===== src/hw/des_pkg.sv =====
// ======================================================================
// DES package
// widths, round indices, FIPS 46-3 tables and the bit helpers shared
// by the sequencer, key schedule and round datapath
// ======================================================================
package des_pkg;

    localparam int BLOCK_W    = 64;
    localparam int HALF_W     = 32;
    localparam int KEY_W      = 64;
    localparam int CD_W       = 28;
    localparam int SUBKEY_W   = 48;
    localparam int NUM_ROUNDS = 16;

    typedef logic [BLOCK_W-1:0]  block_t;
    typedef logic [HALF_W-1:0]   half_t;
    typedef logic [CD_W-1:0]     cd_t;
    typedef logic [SUBKEY_W-1:0] subkey_t;
    // 0 idle, 1..16 rounds, 17 done
    typedef logic [4:0]          round_t;

    localparam round_t ROUND_IDLE = 5'd0;
    localparam round_t ROUND_DONE = round_t'(NUM_ROUNDS + 1);

    // left rotation per round
    localparam int KEY_SHIFT [1:16] = '{1, 1, 2, 2, 2, 2, 2, 2, 1, 2, 2, 2, 2, 2, 2, 1};

    // ==================================================================
    // permutation tables, 1-based with bit 1 as the MSB
    // ==================================================================
    localparam int IP [BLOCK_W] = '{
        58, 50, 42, 34, 26, 18, 10,  2, 60, 52, 44, 36, 28, 20, 12,  4,
        62, 54, 46, 38, 30, 22, 14,  6, 64, 56, 48, 40, 32, 24, 16,  8,
        57, 49, 41, 33, 25, 17,  9,  1, 59, 51, 43, 35, 27, 19, 11,  3,
        61, 53, 45, 37, 29, 21, 13,  5, 63, 55, 47, 39, 31, 23, 15,  7};

    localparam int IP_INV [BLOCK_W] = '{
        40,  8, 48, 16, 56, 24, 64, 32, 39,  7, 47, 15, 55, 23, 63, 31,
        38,  6, 46, 14, 54, 22, 62, 30, 37,  5, 45, 13, 53, 21, 61, 29,
        36,  4, 44, 12, 52, 20, 60, 28, 35,  3, 43, 11, 51, 19, 59, 27,
        34,  2, 42, 10, 50, 18, 58, 26, 33,  1, 41,  9, 49, 17, 57, 25};

    localparam int E [SUBKEY_W] = '{
        32,  1,  2,  3,  4,  5,  4,  5,  6,  7,  8,  9,  8,  9, 10, 11,
        12, 13, 12, 13, 14, 15, 16, 17, 16, 17, 18, 19, 20, 21, 20, 21,
        22, 23, 24, 25, 24, 25, 26, 27, 28, 29, 28, 29, 30, 31, 32,  1};

    localparam int P [HALF_W] = '{
        16,  7, 20, 21, 29, 12, 28, 17,  1, 15, 23, 26,  5, 18, 31, 10,
         2,  8, 24, 14, 32, 27,  3,  9, 19, 13, 30,  6, 22, 11,  4, 25};

    // first 28 entries select C, the rest select D
    localparam int PC1 [2*CD_W] = '{
        57, 49, 41, 33, 25, 17,  9,  1, 58, 50, 42, 34, 26, 18,
        10,  2, 59, 51, 43, 35, 27, 19, 11,  3, 60, 52, 44, 36,
        63, 55, 47, 39, 31, 23, 15,  7, 62, 54, 46, 38, 30, 22,
        14,  6, 61, 53, 45, 37, 29, 21, 13,  5, 28, 20, 12,  4};

    localparam int PC2 [SUBKEY_W] = '{
        14, 17, 11, 24,  1,  5,  3, 28, 15,  6, 21, 10, 23, 19, 12,  4,
        26,  8, 16,  7, 27, 20, 13,  2, 41, 52, 31, 37, 47, 55, 30, 40,
        51, 45, 33, 48, 44, 49, 39, 56, 34, 53, 46, 42, 50, 36, 29, 32};

    // one line per S-box row, index is row*16 + column
    localparam int SBOX [8][64] = '{
        '{14,  4, 13,  1,  2, 15, 11,  8,  3, 10,  6, 12,  5,  9,  0,  7,
           0, 15,  7,  4, 14,  2, 13,  1, 10,  6, 12, 11,  9,  5,  3,  8,
           4,  1, 14,  8, 13,  6,  2, 11, 15, 12,  9,  7,  3, 10,  5,  0,
          15, 12,  8,  2,  4,  9,  1,  7,  5, 11,  3, 14, 10,  0,  6, 13},
        '{15,  1,  8, 14,  6, 11,  3,  4,  9,  7,  2, 13, 12,  0,  5, 10,
           3, 13,  4,  7, 15,  2,  8, 14, 12,  0,  1, 10,  6,  9, 11,  5,
           0, 14,  7, 11, 10,  4, 13,  1,  5,  8, 12,  6,  9,  3,  2, 15,
          13,  8, 10,  1,  3, 15,  4,  2, 11,  6,  7, 12,  0,  5, 14,  9},
        '{10,  0,  9, 14,  6,  3, 15,  5,  1, 13, 12,  7, 11,  4,  2,  8,
          13,  7,  0,  9,  3,  4,  6, 10,  2,  8,  5, 14, 12, 11, 15,  1,
          13,  6,  4,  9,  8, 15,  3,  0, 11,  1,  2, 12,  5, 10, 14,  7,
           1, 10, 13,  0,  6,  9,  8,  7,  4, 15, 14,  3, 11,  5,  2, 12},
        '{ 7, 13, 14,  3,  0,  6,  9, 10,  1,  2,  8,  5, 11, 12,  4, 15,
          13,  8, 11,  5,  6, 15,  0,  3,  4,  7,  2, 12,  1, 10, 14,  9,
          10,  6,  9,  0, 12, 11,  7, 13, 15,  1,  3, 14,  5,  2,  8,  4,
           3, 15,  0,  6, 10,  1, 13,  8,  9,  4,  5, 11, 12,  7,  2, 14},
        '{ 2, 12,  4,  1,  7, 10, 11,  6,  8,  5,  3, 15, 13,  0, 14,  9,
          14, 11,  2, 12,  4,  7, 13,  1,  5,  0, 15, 10,  3,  9,  8,  6,
           4,  2,  1, 11, 10, 13,  7,  8, 15,  9, 12,  5,  6,  3,  0, 14,
          11,  8, 12,  7,  1, 14,  2, 13,  6, 15,  0,  9, 10,  4,  5,  3},
        '{12,  1, 10, 15,  9,  2,  6,  8,  0, 13,  3,  4, 14,  7,  5, 11,
          10, 15,  4,  2,  7, 12,  9,  5,  6,  1, 13, 14,  0, 11,  3,  8,
           9, 14, 15,  5,  2,  8, 12,  3,  7,  0,  4, 10,  1, 13, 11,  6,
           4,  3,  2, 12,  9,  5, 15, 10, 11, 14,  1,  7,  6,  0,  8, 13},
        '{ 4, 11,  2, 14, 15,  0,  8, 13,  3, 12,  9,  7,  5, 10,  6,  1,
          13,  0, 11,  7,  4,  9,  1, 10, 14,  3,  5, 12,  2, 15,  8,  6,
           1,  4, 11, 13, 12,  3,  7, 14, 10, 15,  6,  8,  0,  5,  9,  2,
           6, 11, 13,  8,  1,  4, 10,  7,  9,  5,  0, 15, 14,  2,  3, 12},
        '{13,  2,  8,  4,  6, 15, 11,  1, 10,  9,  3, 14,  5,  0, 12,  7,
           1, 15, 13,  8, 10,  3,  7,  4, 12,  5,  6, 11,  0, 14,  9,  2,
           7, 11,  4,  1,  9, 12, 14,  2,  0,  6, 10, 13, 15,  3,  5,  8,
           2,  1, 14,  7,  4, 10,  8, 13, 15, 12,  9,  0,  3,  5,  6, 11}};

    // ==================================================================
    // bit helpers
    // ==================================================================
    function automatic block_t ip_perm(input block_t x);
        block_t y;
        for (int i = 0; i < BLOCK_W; i++) begin
            y[BLOCK_W-1-i] = x[BLOCK_W-IP[i]];
        end
        return y;
    endfunction

    function automatic block_t ip_inv_perm(input block_t x);
        block_t y;
        for (int i = 0; i < BLOCK_W; i++) begin
            y[BLOCK_W-1-i] = x[BLOCK_W-IP_INV[i]];
        end
        return y;
    endfunction

    // parity bits of the key drop out here
    function automatic cd_t pc1_c(input logic [KEY_W-1:0] k);
        cd_t y;
        for (int i = 0; i < CD_W; i++) begin
            y[CD_W-1-i] = k[KEY_W-PC1[i]];
        end
        return y;
    endfunction

    function automatic cd_t pc1_d(input logic [KEY_W-1:0] k);
        cd_t y;
        for (int i = 0; i < CD_W; i++) begin
            y[CD_W-1-i] = k[KEY_W-PC1[CD_W+i]];
        end
        return y;
    endfunction

    function automatic subkey_t pc2_perm(input cd_t c, input cd_t d);
        logic [2*CD_W-1:0] cd;
        subkey_t y;
        cd = {c, d};
        for (int i = 0; i < SUBKEY_W; i++) begin
            y[SUBKEY_W-1-i] = cd[2*CD_W-PC2[i]];
        end
        return y;
    endfunction

    function automatic subkey_t e_expand(input half_t r);
        subkey_t y;
        for (int i = 0; i < SUBKEY_W; i++) begin
            y[SUBKEY_W-1-i] = r[HALF_W-E[i]];
        end
        return y;
    endfunction

    function automatic half_t p_perm(input half_t x);
        half_t y;
        for (int i = 0; i < HALF_W; i++) begin
            y[HALF_W-1-i] = x[HALF_W-P[i]];
        end
        return y;
    endfunction

    // row from the outer bits, column from the inner four
    function automatic half_t sbox_sub(input subkey_t x);
        half_t y;
        logic [5:0] six;
        for (int b = 0; b < 8; b++) begin
            six = x[SUBKEY_W-1-6*b -: 6];
            y[HALF_W-1-4*b -: 4] = 4'(SBOX[b][{six[5], six[0], six[4:1]}]);
        end
        return y;
    endfunction

    function automatic cd_t rot_left(input cd_t x, input int unsigned n);
        return (x << n) | (x >> (CD_W - n));
    endfunction

    function automatic cd_t rot_right(input cd_t x, input int unsigned n);
        return (x >> n) | (x << (CD_W - n));
    endfunction

endpackage


===== src/hw/des_step_if.sv =====
// ======================================================================
// DES step bus
// round control from the sequencer and the round key back to the data
// ======================================================================
`timescale 1ns/1ps

interface des_step_if;

    // one cycle when a block is taken
    logic        load;
    // high in rounds 1 to 16
    logic        step;
    logic [4:0]  round_idx;
    // 0 encrypt, 1 decrypt
    logic        mode;
    logic [47:0] round_key;

    modport ctrl  (output load, step, round_idx, mode);
    modport sched (input load, step, round_idx, mode, output round_key);
    modport round (input load, step, round_idx, round_key);

endinterface


===== src/hw/des_core.sv =====
// ======================================================================
// DES core
// iterative engine, one round per clock, valid/accept on both sides
// ======================================================================
`timescale 1ns/1ps

module des_core
    import des_pkg::*;
(
    input  logic               clk_i,
    input  logic               reset_i,
    input  logic               mode_i,
    input  logic [KEY_W-1:0]   key_i,
    input  logic [BLOCK_W-1:0] data_i,
    input  logic               valid_i,
    input  logic               accept_i,
    output logic               accept_o,
    output logic               valid_o,
    output block_t             data_o
);

    des_step_if step_bus ();

    // ==================================================================
    // sequencer
    // ==================================================================
    des_ctrl u_ctrl (
        .clk_i    (clk_i),
        .reset_i  (reset_i),
        .mode_i   (mode_i),
        .valid_i  (valid_i),
        .accept_i (accept_i),
        .accept_o (accept_o),
        .valid_o  (valid_o),
        .step     (step_bus.ctrl)
    );

    // ==================================================================
    // key schedule and data rounds
    // ==================================================================
    des_key_sched u_key_sched (
        .clk_i   (clk_i),
        .reset_i (reset_i),
        .key_i   (key_i),
        .step    (step_bus.sched)
    );

    des_round u_round (
        .clk_i   (clk_i),
        .reset_i (reset_i),
        .data_i  (data_i),
        .data_o  (data_o),
        .step    (step_bus.round)
    );

endmodule


===== src/hw/des_ctrl.sv =====
// ======================================================================
// DES round sequencer
// input/output handshake, round counter and per-block mode
// ======================================================================
`timescale 1ns/1ps

module des_ctrl
    import des_pkg::*;
(
    input  logic clk_i,
    input  logic reset_i,
    input  logic mode_i,
    input  logic valid_i,
    input  logic accept_i,
    output logic accept_o,
    output logic valid_o,
    des_step_if.ctrl step
);

    round_t round_q;
    logic   mode_q;

    assign step.load      = (round_q == ROUND_IDLE) && valid_i && accept_o;
    assign step.step      = (round_q != ROUND_IDLE) && (round_q <= round_t'(NUM_ROUNDS));
    assign step.round_idx = round_q;
    assign step.mode      = mode_q;

    always_ff @(posedge clk_i or negedge reset_i) begin
        if (!reset_i) begin
            round_q  <= ROUND_IDLE;
            mode_q   <= 1'b0;
            accept_o <= 1'b0;
            valid_o  <= 1'b0;
        end else begin
            case (round_q)
                ROUND_IDLE: begin
                    accept_o <= 1'b1;
                    if (step.load) begin
                        accept_o <= 1'b0;
                        mode_q   <= mode_i;
                        round_q  <= 5'd1;
                    end
                end
                // result sits here until the sink takes it
                ROUND_DONE: begin
                    valid_o <= 1'b1;
                    if (valid_o && accept_i) begin
                        valid_o <= 1'b0;
                        round_q <= ROUND_IDLE;
                    end
                end
                default: begin
                    round_q <= round_q + 5'd1;
                end
            endcase
        end
    end

endmodule


===== src/hw/des_f_func.sv =====
// ======================================================================
// DES Feistel function
// expansion, key mix, S-box substitution and P permutation
// ======================================================================
`timescale 1ns/1ps

module des_f_func
    import des_pkg::*;
(
    input  half_t   r_i,
    input  subkey_t key_i,
    output half_t   f_o
);

    subkey_t mixed;
    half_t   subst;

    // 32 -> 48 bits, then key mix
    assign mixed = e_expand(r_i) ^ key_i;

    // eight 6-to-4 lookups
    assign subst = sbox_sub(mixed);

    assign f_o = p_perm(subst);

endmodule


===== src/hw/des_key_sched.sv =====
// ======================================================================
// DES key schedule
// C/D halves rotated once per round, PC-2 gives the round key
// ======================================================================
`timescale 1ns/1ps

module des_key_sched
    import des_pkg::*;
(
    input  logic             clk_i,
    input  logic             reset_i,
    input  logic [KEY_W-1:0] key_i,
    des_step_if.sched        step
);

    cd_t    c_q;
    cd_t    d_q;
    cd_t    c_use;
    cd_t    d_use;
    round_t dec_idx;

    // decryption walks the shift table backwards
    assign dec_idx = ROUND_DONE + 5'd1 - step.round_idx;

    always_comb begin
        c_use = c_q;
        d_use = d_q;
        if (step.step) begin
            if (!step.mode) begin
                c_use = rot_left(c_q, KEY_SHIFT[step.round_idx]);
                d_use = rot_left(d_q, KEY_SHIFT[step.round_idx]);
            end else if (step.round_idx != 5'd1) begin
                // round 1 of decrypt uses C16/D16, which equal C0/D0
                c_use = rot_right(c_q, KEY_SHIFT[dec_idx]);
                d_use = rot_right(d_q, KEY_SHIFT[dec_idx]);
            end
        end
    end

    assign step.round_key = pc2_perm(c_use, d_use);

    always_ff @(posedge clk_i or negedge reset_i) begin
        if (!reset_i) begin
            c_q <= '0;
            d_q <= '0;
        end else if (step.load) begin
            c_q <= pc1_c(key_i);
            d_q <= pc1_d(key_i);
        end else if (step.step) begin
            c_q <= c_use;
            d_q <= d_use;
        end
    end

endmodule


===== src/hw/des_round.sv =====
// ======================================================================
// DES round datapath
// L/R registers, one Feistel round per step, final permutation output
// ======================================================================
`timescale 1ns/1ps

module des_round
    import des_pkg::*;
(
    input  logic   clk_i,
    input  logic   reset_i,
    input  block_t data_i,
    output block_t data_o,
    des_step_if.round step
);

    half_t  l_q;
    half_t  r_q;
    half_t  f_val;
    block_t ip_val;

    assign ip_val = ip_perm(data_i);

    des_f_func u_f_func (
        .r_i   (r_q),
        .key_i (step.round_key),
        .f_o   (f_val)
    );

    always_ff @(posedge clk_i or negedge reset_i) begin
        if (!reset_i) begin
            l_q    <= '0;
            r_q    <= '0;
            data_o <= '0;
        end else if (step.load) begin
            l_q <= ip_val[BLOCK_W-1:HALF_W];
            r_q <= ip_val[HALF_W-1:0];
        end else if (step.step) begin
            l_q <= r_q;
            r_q <= l_q ^ f_val;
        end else if (step.round_idx == ROUND_DONE) begin
            // halves swap back before IP^-1
            data_o <= ip_inv_perm({r_q, l_q});
        end
    end

endmodule


===== config.mk =====
export PLATFORM = sky130hd
export DESIGN_NAME = des_core
export DESIGN_NICKNAME = d
export VERILOG_FILES = /design/src/hw/des_pkg.sv /design/src/hw/des_step_if.sv /design/src/hw/des_core.sv /design/src/hw/des_ctrl.sv /design/src/hw/des_f_func.sv /design/src/hw/des_key_sched.sv /design/src/hw/des_round.sv
export SDC_FILE = /design/constraint.sdc
export NUM_CORES = 1
export LEC_CHECK = 0
export BUFFER_PORTS_ARGS = -buffer_cell sky130_fd_sc_hd__buf_2
export CORE_ASPECT_RATIO = 0.5
export CORE_MARGIN = 1
export CORE_UTILIZATION = 26
export DETAILED_ROUTE_END_ITERATION = 10
export PLACE_DENSITY = 0.38
export SYNTH_ARGS = -nofsm -noshare
export SYNTH_HDL_FRONTEND = slang
export SYNTH_SLANG_ARGS = --single-unit

===== constraint.sdc =====
create_clock -name clk_i -period 12.4 [get_ports clk_i]
set_clock_uncertainty 0.05 [all_clocks]
set_input_delay 0.62 -clock clk_i [delete_from_list [all_inputs] [get_ports clk_i]]
set_output_delay 0.62 -clock clk_i [all_outputs]
set_load 0.01 [all_outputs]

==> results of run 1 <==
-- stage by stage --
stage	std cells	setup WS [ps]
4_1_cts	3008	5450
3_3_place_gp	2976	5410
5_1_grt	3008	4840
6_report	3008	5390
3_5_place_dp	2976	5470
2_1_floorplan	2026	6950
-- worst register-to-register path, stage by stage, from the launching register on --
cell	delay [ps]
dfrtp_1	330
buf_4	440
inv_1	90
buf_4	280
ha_4	750
clkinv_1	260
a21oi_2	640
buf_4	450
o32ai_1	160
a41oi_1	830
xnor2_1	430
inv_1	270
ha_1	360
or2_2	320
mux4_2	450
nand2_1	80
nand2_1	50
o22ai_1	320
xnor2_1	160
nand2_1	70
a21oi_1	150
-- routing by layer --
metal / GRT usage / wire [um] / part of all wire
met1: 0.310 / 34800 / 0.50
met2: 0.321 / 31200 / 0.45
met3: 0.0334 / 3040 / 0.044
met4: 0.0344 / 734 / 0.011
met5: 0 / 0 / 0
-- cells by family (layout without fill, tap and decap cells) --
family                   Yosys count  in the layout  share of synthesized area
AND/OR/NAND/NOR                  646            646                      0.180
AO/OA/AOI/OAI                    577            577                      0.235
buffers and inverters            239            350                     0.0602
multiplexers                     198            198                      0.128
flip-flops                       192            192                      0.285
XOR/XNOR                         108            108                     0.0620
adder cells (fa/ha/maj)           66             66                     0.0491
-- cell usage in the layout, fill, tap and decap left out, types with 22 or more instances in the layout --
cell type    n
xnor2_1     53
xor2_1      38
nor2_1     124
nand4_1     46
o31ai_1     42
nor3_1      39
and3_1      22
buf_4       60
a211oi_1    25
o21ai_0    136
a21oi_1    119
mux2_2      74
nand2_1    276
ha_1        65
dfrtp_1    192
mux2i_1    117
a31oi_1     38
inv_1       63
buf_2      189
o211ai_1    26
o221ai_1    25
nand3_1     40
-- layout make-up --
| class | count | area [um^2] |
|---|---|---|
| clock buffer | 17 | 425 |
| clock inverter | 15 | 211 |
| fill | 6813 | 44200 |
| inverter | 68 | 255 |
| multi-input combinational | 1595 | 11100 |
| sequential | 192 | 4800 |
| tap | 871 | 1090 |
| timing repair buffer | 250 | 1410 |
-- worst paths after layout --
path / from / endpoint / slack, ps
worst max-delay path: u_ctrl.step.round_idx[4] / u_round.r_q[6] / 5390
worst min-delay path: reset_i / u_round.data_o[19] / 100
worst max register to register: u_ctrl.step.round_idx[4] / u_round.r_q[6] / 5390
worst min register to register: u_round.data_o[4] / u_round.data_o[4] / 450
max in group asynchronous: reset_i / u_key_sched.c_q[7] / 10900
min in group clk_i: key_i[26] / u_key_sched.d_q[16] / 260
-- flip-flops by register name, indices dropped and copies added (netlist names) --
name,count
u_round.l_q,32
u_key_sched.c_q,28
u_key_sched.d_q,28
u_round.r_q,32
u_ctrl.step.mode,1
u_ctrl.valid_o,1
u_ctrl.step.round_idx,5
u_round.data_o,64
u_ctrl.accept_o,1
==> summary.txt, run 1 <==
Worst setup path
  • CP required: 12,760 ps
  • CP max FO: 44
  • Worst-path cell chain: buf_4 -> inv_1 -> buf_4 -> ha_4 -> clkinv_1 -> a21oi_2 -> buf_4 -> o32ai_1 -> a41oi_1 -> xnor2_1 -> inv_1 -> ha_1 -> or2_2 -> mux4_2 -> nand2_1 -> nand2_1 -> o22ai_1 -> xnor2_1 -> nand2_1 -> a21oi_1
  • Cell with the largest stage delay on the worst path: a41oi_1
  • Critical path class: reg -> reg
  • Top delay family on crit path: compound AO/OA/AOI/OAI gates
  • Worst endpoint data arrival time: ~7400 ps
  • Critical path depth: 20
  • Critical Path Start Type: register
  • Cell count of the worst reg-to-reg path: 20
  • Worst Setup End Kind: register
  • Buffers plus inverters on the worst setup path: 6
  • CP max stage delay: 830 ps

Route
  • WL final: around 70,000 um
  • DRT iter0 DRCs: 1,734
  • Routed vias/inst: 5.43
  • Via count: 16,300
  • Remaining DRCs: 0
  • Drt pass-1 iters: 7
  • DR WL/cell: roughly 23 um
  • Detail Route Antenna Nets: 0

Timing
  • Max transition margin: 0.114
  • Worst-Margin Slew: 1330 ps
  • RSZ-0062 raised after global routing: false
  • Final number of setup-violating endpoints: 0
  • Hold_ws: around 96 ps
  • Final min period: between 7000 and 8000 ps
  • Fin crit share: 0.565
  • Fin. Hold Viols: 0
  • Slew Limit Fails: 0
  • TNS Setup: 0 ps
  • Max Freq: around 140 MHz

Job
  • Max Cap Viol: 0

Clock tree
  • CTS tree: yes
  • Setup Fix Bufs, Post-CTS: 0
  • Max H-tree Level: 4
  • Post-CTS sizing: 0
  • CTS buffer count: 17
  • Worst-skew pair later-pin latency: slightly below 500 ps
  • Hold-fix buffers, CTS: 0
  • CTS Buffer Depth: 2
  • CTS sink count: 192
  • CTS root buf: clkbuf_16
  • Clk slew on worst S/H paths: about 90 ps

Finish
  • Post-route cell area: 19,300 um^2
  • Layout Nets: 2,323
  • N_diodes: 0
  • Area growth from synthesis to layout: 14.7%
  • Share of cells above drive strength 1: 0.196
  • Finished Core Util: 0.304

Placed design
  • Number of I/O port buffers: 190
  • DP Area: 18,700 um^2
  • Placer congestion estimate: 0.845
  • DPL Wire Length: roughly 49,000 um

Global route
  • GRT Util Overall: 0.209
  • Vias in the first global route: 15,700
  • Total gr overflow: 0
  • Largest net degree at the start of global routing: 89
  • Initial antenna violation count: 0
  • First-pass GRT wire length: 105,000 um

Synth
  • Most used DFF post-synth: dfrtp_1
  • Largest cells by area after synthesis: dfrtp_1 29%, mux2i_1 7.0%, nand2_1 6.2%
  • Ys async rst share: 1.00
  • Post-synth EDFFs: 0
  • Cell variety after synth: 90
  • Syn Inst Count: 2,026
  • Most frequent cell after synthesis: nand2_1
  • Synthesized Nets: between 2,000 and 2,500
  • Yosys top cell by area: dfrtp_1
  • Synth warn: 0
  • Top cell type's share of synthesized area: 0.285
  • Synth Register Bits: ~190
  • Mapped Area: 16,800 um^2
  • Post-synth top cells: 276 x nand2_1, 192 x dfrtp_1, 136 x o21ai_0
  • Post-Syn Area per Cell: just over 8 um^2
  • Sequential element share of the synthesized area: 0.285

Floorplanning
  • Full die area: 65,800 um^2
  • Ports: a little under 200
  • DIE WIDTH: 362 um
  • Starting Density: 0.265
  • Core area: around 64,000 um^2
  • Std-Cell Rows: 65
  • Die H: between 150 and 200 um

Run status
  • Status: completed

Min path
  • Hold Path Class: in -> async
Power of run 1 is left out: the tool's default activity adds up to more than one toggle a clock period on the data nets, which glitch-free logic cannot reach.
==> run 2: changes to the inputs <==
--- a/config.mk
+++ b/config.mk
@@ -10,7 +10,7 @@
 export CORE_MARGIN = 1
 export CORE_UTILIZATION = 26
 export DETAILED_ROUTE_END_ITERATION = 10
-export PLACE_DENSITY = 0.38
+export PLACE_DENSITY = 0.39
 export SYNTH_ARGS = -nofsm -noshare
 export SYNTH_HDL_FRONTEND = slang
 export SYNTH_SLANG_ARGS = --single-unit
==> constraint.sdc (replaced) <==
create_clock -name clk_i -period 5.8 [get_ports clk_i]
set_clock_uncertainty 0.05 [all_clocks]
set_input_delay 0.29 -clock clk_i [delete_from_list [all_inputs] [get_ports clk_i]]
set_output_delay 0.29 -clock clk_i [all_outputs]
set_load 0.01 [all_outputs]
==> summary.txt, run 2 (synthesis gave the netlist of run 1 again) <==
Run status
  • Status: completed

Floorplanning
  • Die H: 182 um
  • Core area: approximately 64,000 um^2
  • Ports: a little under 200
  • Full die area: 65,800 um^2
  • DIE WIDTH: between 300 and 400 um
  • Starting Density: 0.265
  • Std-Cell Rows: 65

Route
  • DR WL/cell: 22.1 um
  • WL final: roughly 70,000 um
  • Remaining DRCs: 0
  • Routed vias/inst: 5.33
  • DRT iter0 DRCs: roughly 1,600
  • Detail Route Antenna Nets: 0
  • Via count: 16,800
  • Drt pass-1 iters: 5

Clock tree
  • CTS tree: yes
  • Setup Fix Bufs, Post-CTS: 0
  • Worst-skew pair later-pin latency: 480 ps
  • CTS sink count: 192
  • Max H-tree Level: 4
  • CTS buffer count: 17
  • CTS root buf: clkbuf_16
  • CTS Buffer Depth: 2
  • Clk slew on worst S/H paths: 80 ps

Global route
  • Initial antenna violation count: 0
  • GRT Util Overall: 0.211
  • Total gr overflow: 0
  • Largest net degree at the start of global routing: between 100 and 150
  • Vias in the first global route: 16,300
  • First-pass GRT wire length: between 100,000 and 150,000 um

Worst setup path
  • Cell with the largest stage delay on the worst path: a41oi_1
  • Top delay family on crit path: compound AO/OA/AOI/OAI gates
  • Worst Setup End Kind: register
  • CP required: 6070 ps
  • Reg2Reg Setup Slack: 440 ps
  • Buffers plus inverters on the worst setup path: 4
  • Worst endpoint data arrival time: 5630 ps
  • Worst-path cell chain: inv_1 -> ha_1 -> nor3b_1 -> ha_4 -> clkinv_1 -> a21oi_2 -> buf_4 -> o32ai_1 -> a41oi_1 -> xor2_1 -> buf_4 -> ha_1 -> mux2i_1 -> mux4_2 -> a211o_1 -> xor2_1 -> a21oi_1 -> a21oi_1
  • CP max FO: 13
  • Critical path class: reg -> reg
  • Critical Path Start Type: register
  • CP max stage delay: 620 ps

Timing
  • RSZ-0062 raised after global routing: false
  • Slew Limit Fails: 0
  • Fin. Hold Viols: 0
  • Final min period: between 5000 and 6000 ps
  • TNS Setup: 0 ps
  • Max Freq: ~190 MHz
  • Final number of setup-violating endpoints: 0
  • Fin worst setup slack: roughly 440 ps
  • Fin crit share: 0.924
  • Max transition margin: 0.192
  • Worst-Margin Slew: between 1000 and 1500 ps

Placed design
  • Number of I/O port buffers: 190
  • Placer congestion estimate: between 0.8 and 0.9
  • Post-place setup slack: between 400 and 500 ps
  • DP Area: 19,100 um^2
  • DPL Wire Length: 50,300 um

Finish
  • Layout Nets: 2,466
  • Post-route cell area: roughly 21,000 um^2
  • Share of cells above drive strength 1: 0.206
  • Largest regs: u_round.data_o (64), u_round.l_q (32), u_round.r_q (32)
  • Most common cell after layout, fill and taps aside: nand2_1
  • Area growth from synthesis to layout: 22.5%
  • Most flop-heavy register: u_round.data_o
  • Fillcell total: 6,764
  • Max reg flops: between 60 and 70
  • Most frequent cells in the layout: 276 x nand2_1, 192 x dfrtp_1, 189 x buf_2, 136 x o21ai_0, 124 x nor2_1

Job
  • Max Cap Viol: 0

Min path
  • Hold Path Class: in -> reg
run 2: layout make-up:
class	count	area (um^2)	share of cell area
Antenna cell	1	2.50	0.000121
Clock buffer	17	425	0.0206
Clock inverter	15	199	0.00965
Inverter	68	255	0.0124
Multi-Input combinational cell	1595	11100	0.538
Sequential cell	192	4800	0.233
Tap cell	871	1090	0.0529
Timing Repair Buffer	393	2750	0.133
run 2: per-stage QoR:
| step | hold WS [ps] | util | instances |
|---|---|---|---|
| 2_1_floorplan | -55.6 | - | 2026 |
| 3_3_place_gp | 374 | 0.300 | 3027 |
| 3_5_place_dp | 364 | 0.300 | 3027 |
| 4_1_cts | 1.86 | 0.324 | 3150 |
| 5_1_grt | 9.73 | 0.325 | 3151 |
| 6_report | 24.5 | 0.325 | 3152 |
run 2: worst min-delay path, cell delays in order:
cell and delay, ps:
buf_2 80, nor2_1 50, nor2_1 90
run 2: worst paths after layout:
kind,startpoint,end,cells past startpoint
worst max-delay path,u_ctrl.step.round_idx[0],u_round.r_q[27],18
worst min-delay path,key_i[21],u_key_sched.c_q[9],3
worst max register to register,u_ctrl.step.round_idx[0],u_round.r_q[27],18
worst min register to register,u_round.data_o[4],u_round.data_o[4],2
max in group asynchronous,reset_i,u_key_sched.c_q[17],3
min in group asynchronous,reset_i,u_round.data_o[18],2
run 2: metal layers:
layer  GRT usage  part of all wire
met1       0.310              0.49
met2       0.321              0.44
met3      0.0354             0.053
met4      0.0424             0.014
met5           0                 0
run 2: what timing repair did:
item                                    4_1_cts  5_1_grt
hold buffers                                 91        1
endpoints found under the hold margin       191        1
endpoints found under the setup margin        0        1
gates resized for setup                       0        1
Power of run 2 is left out for the same reason.
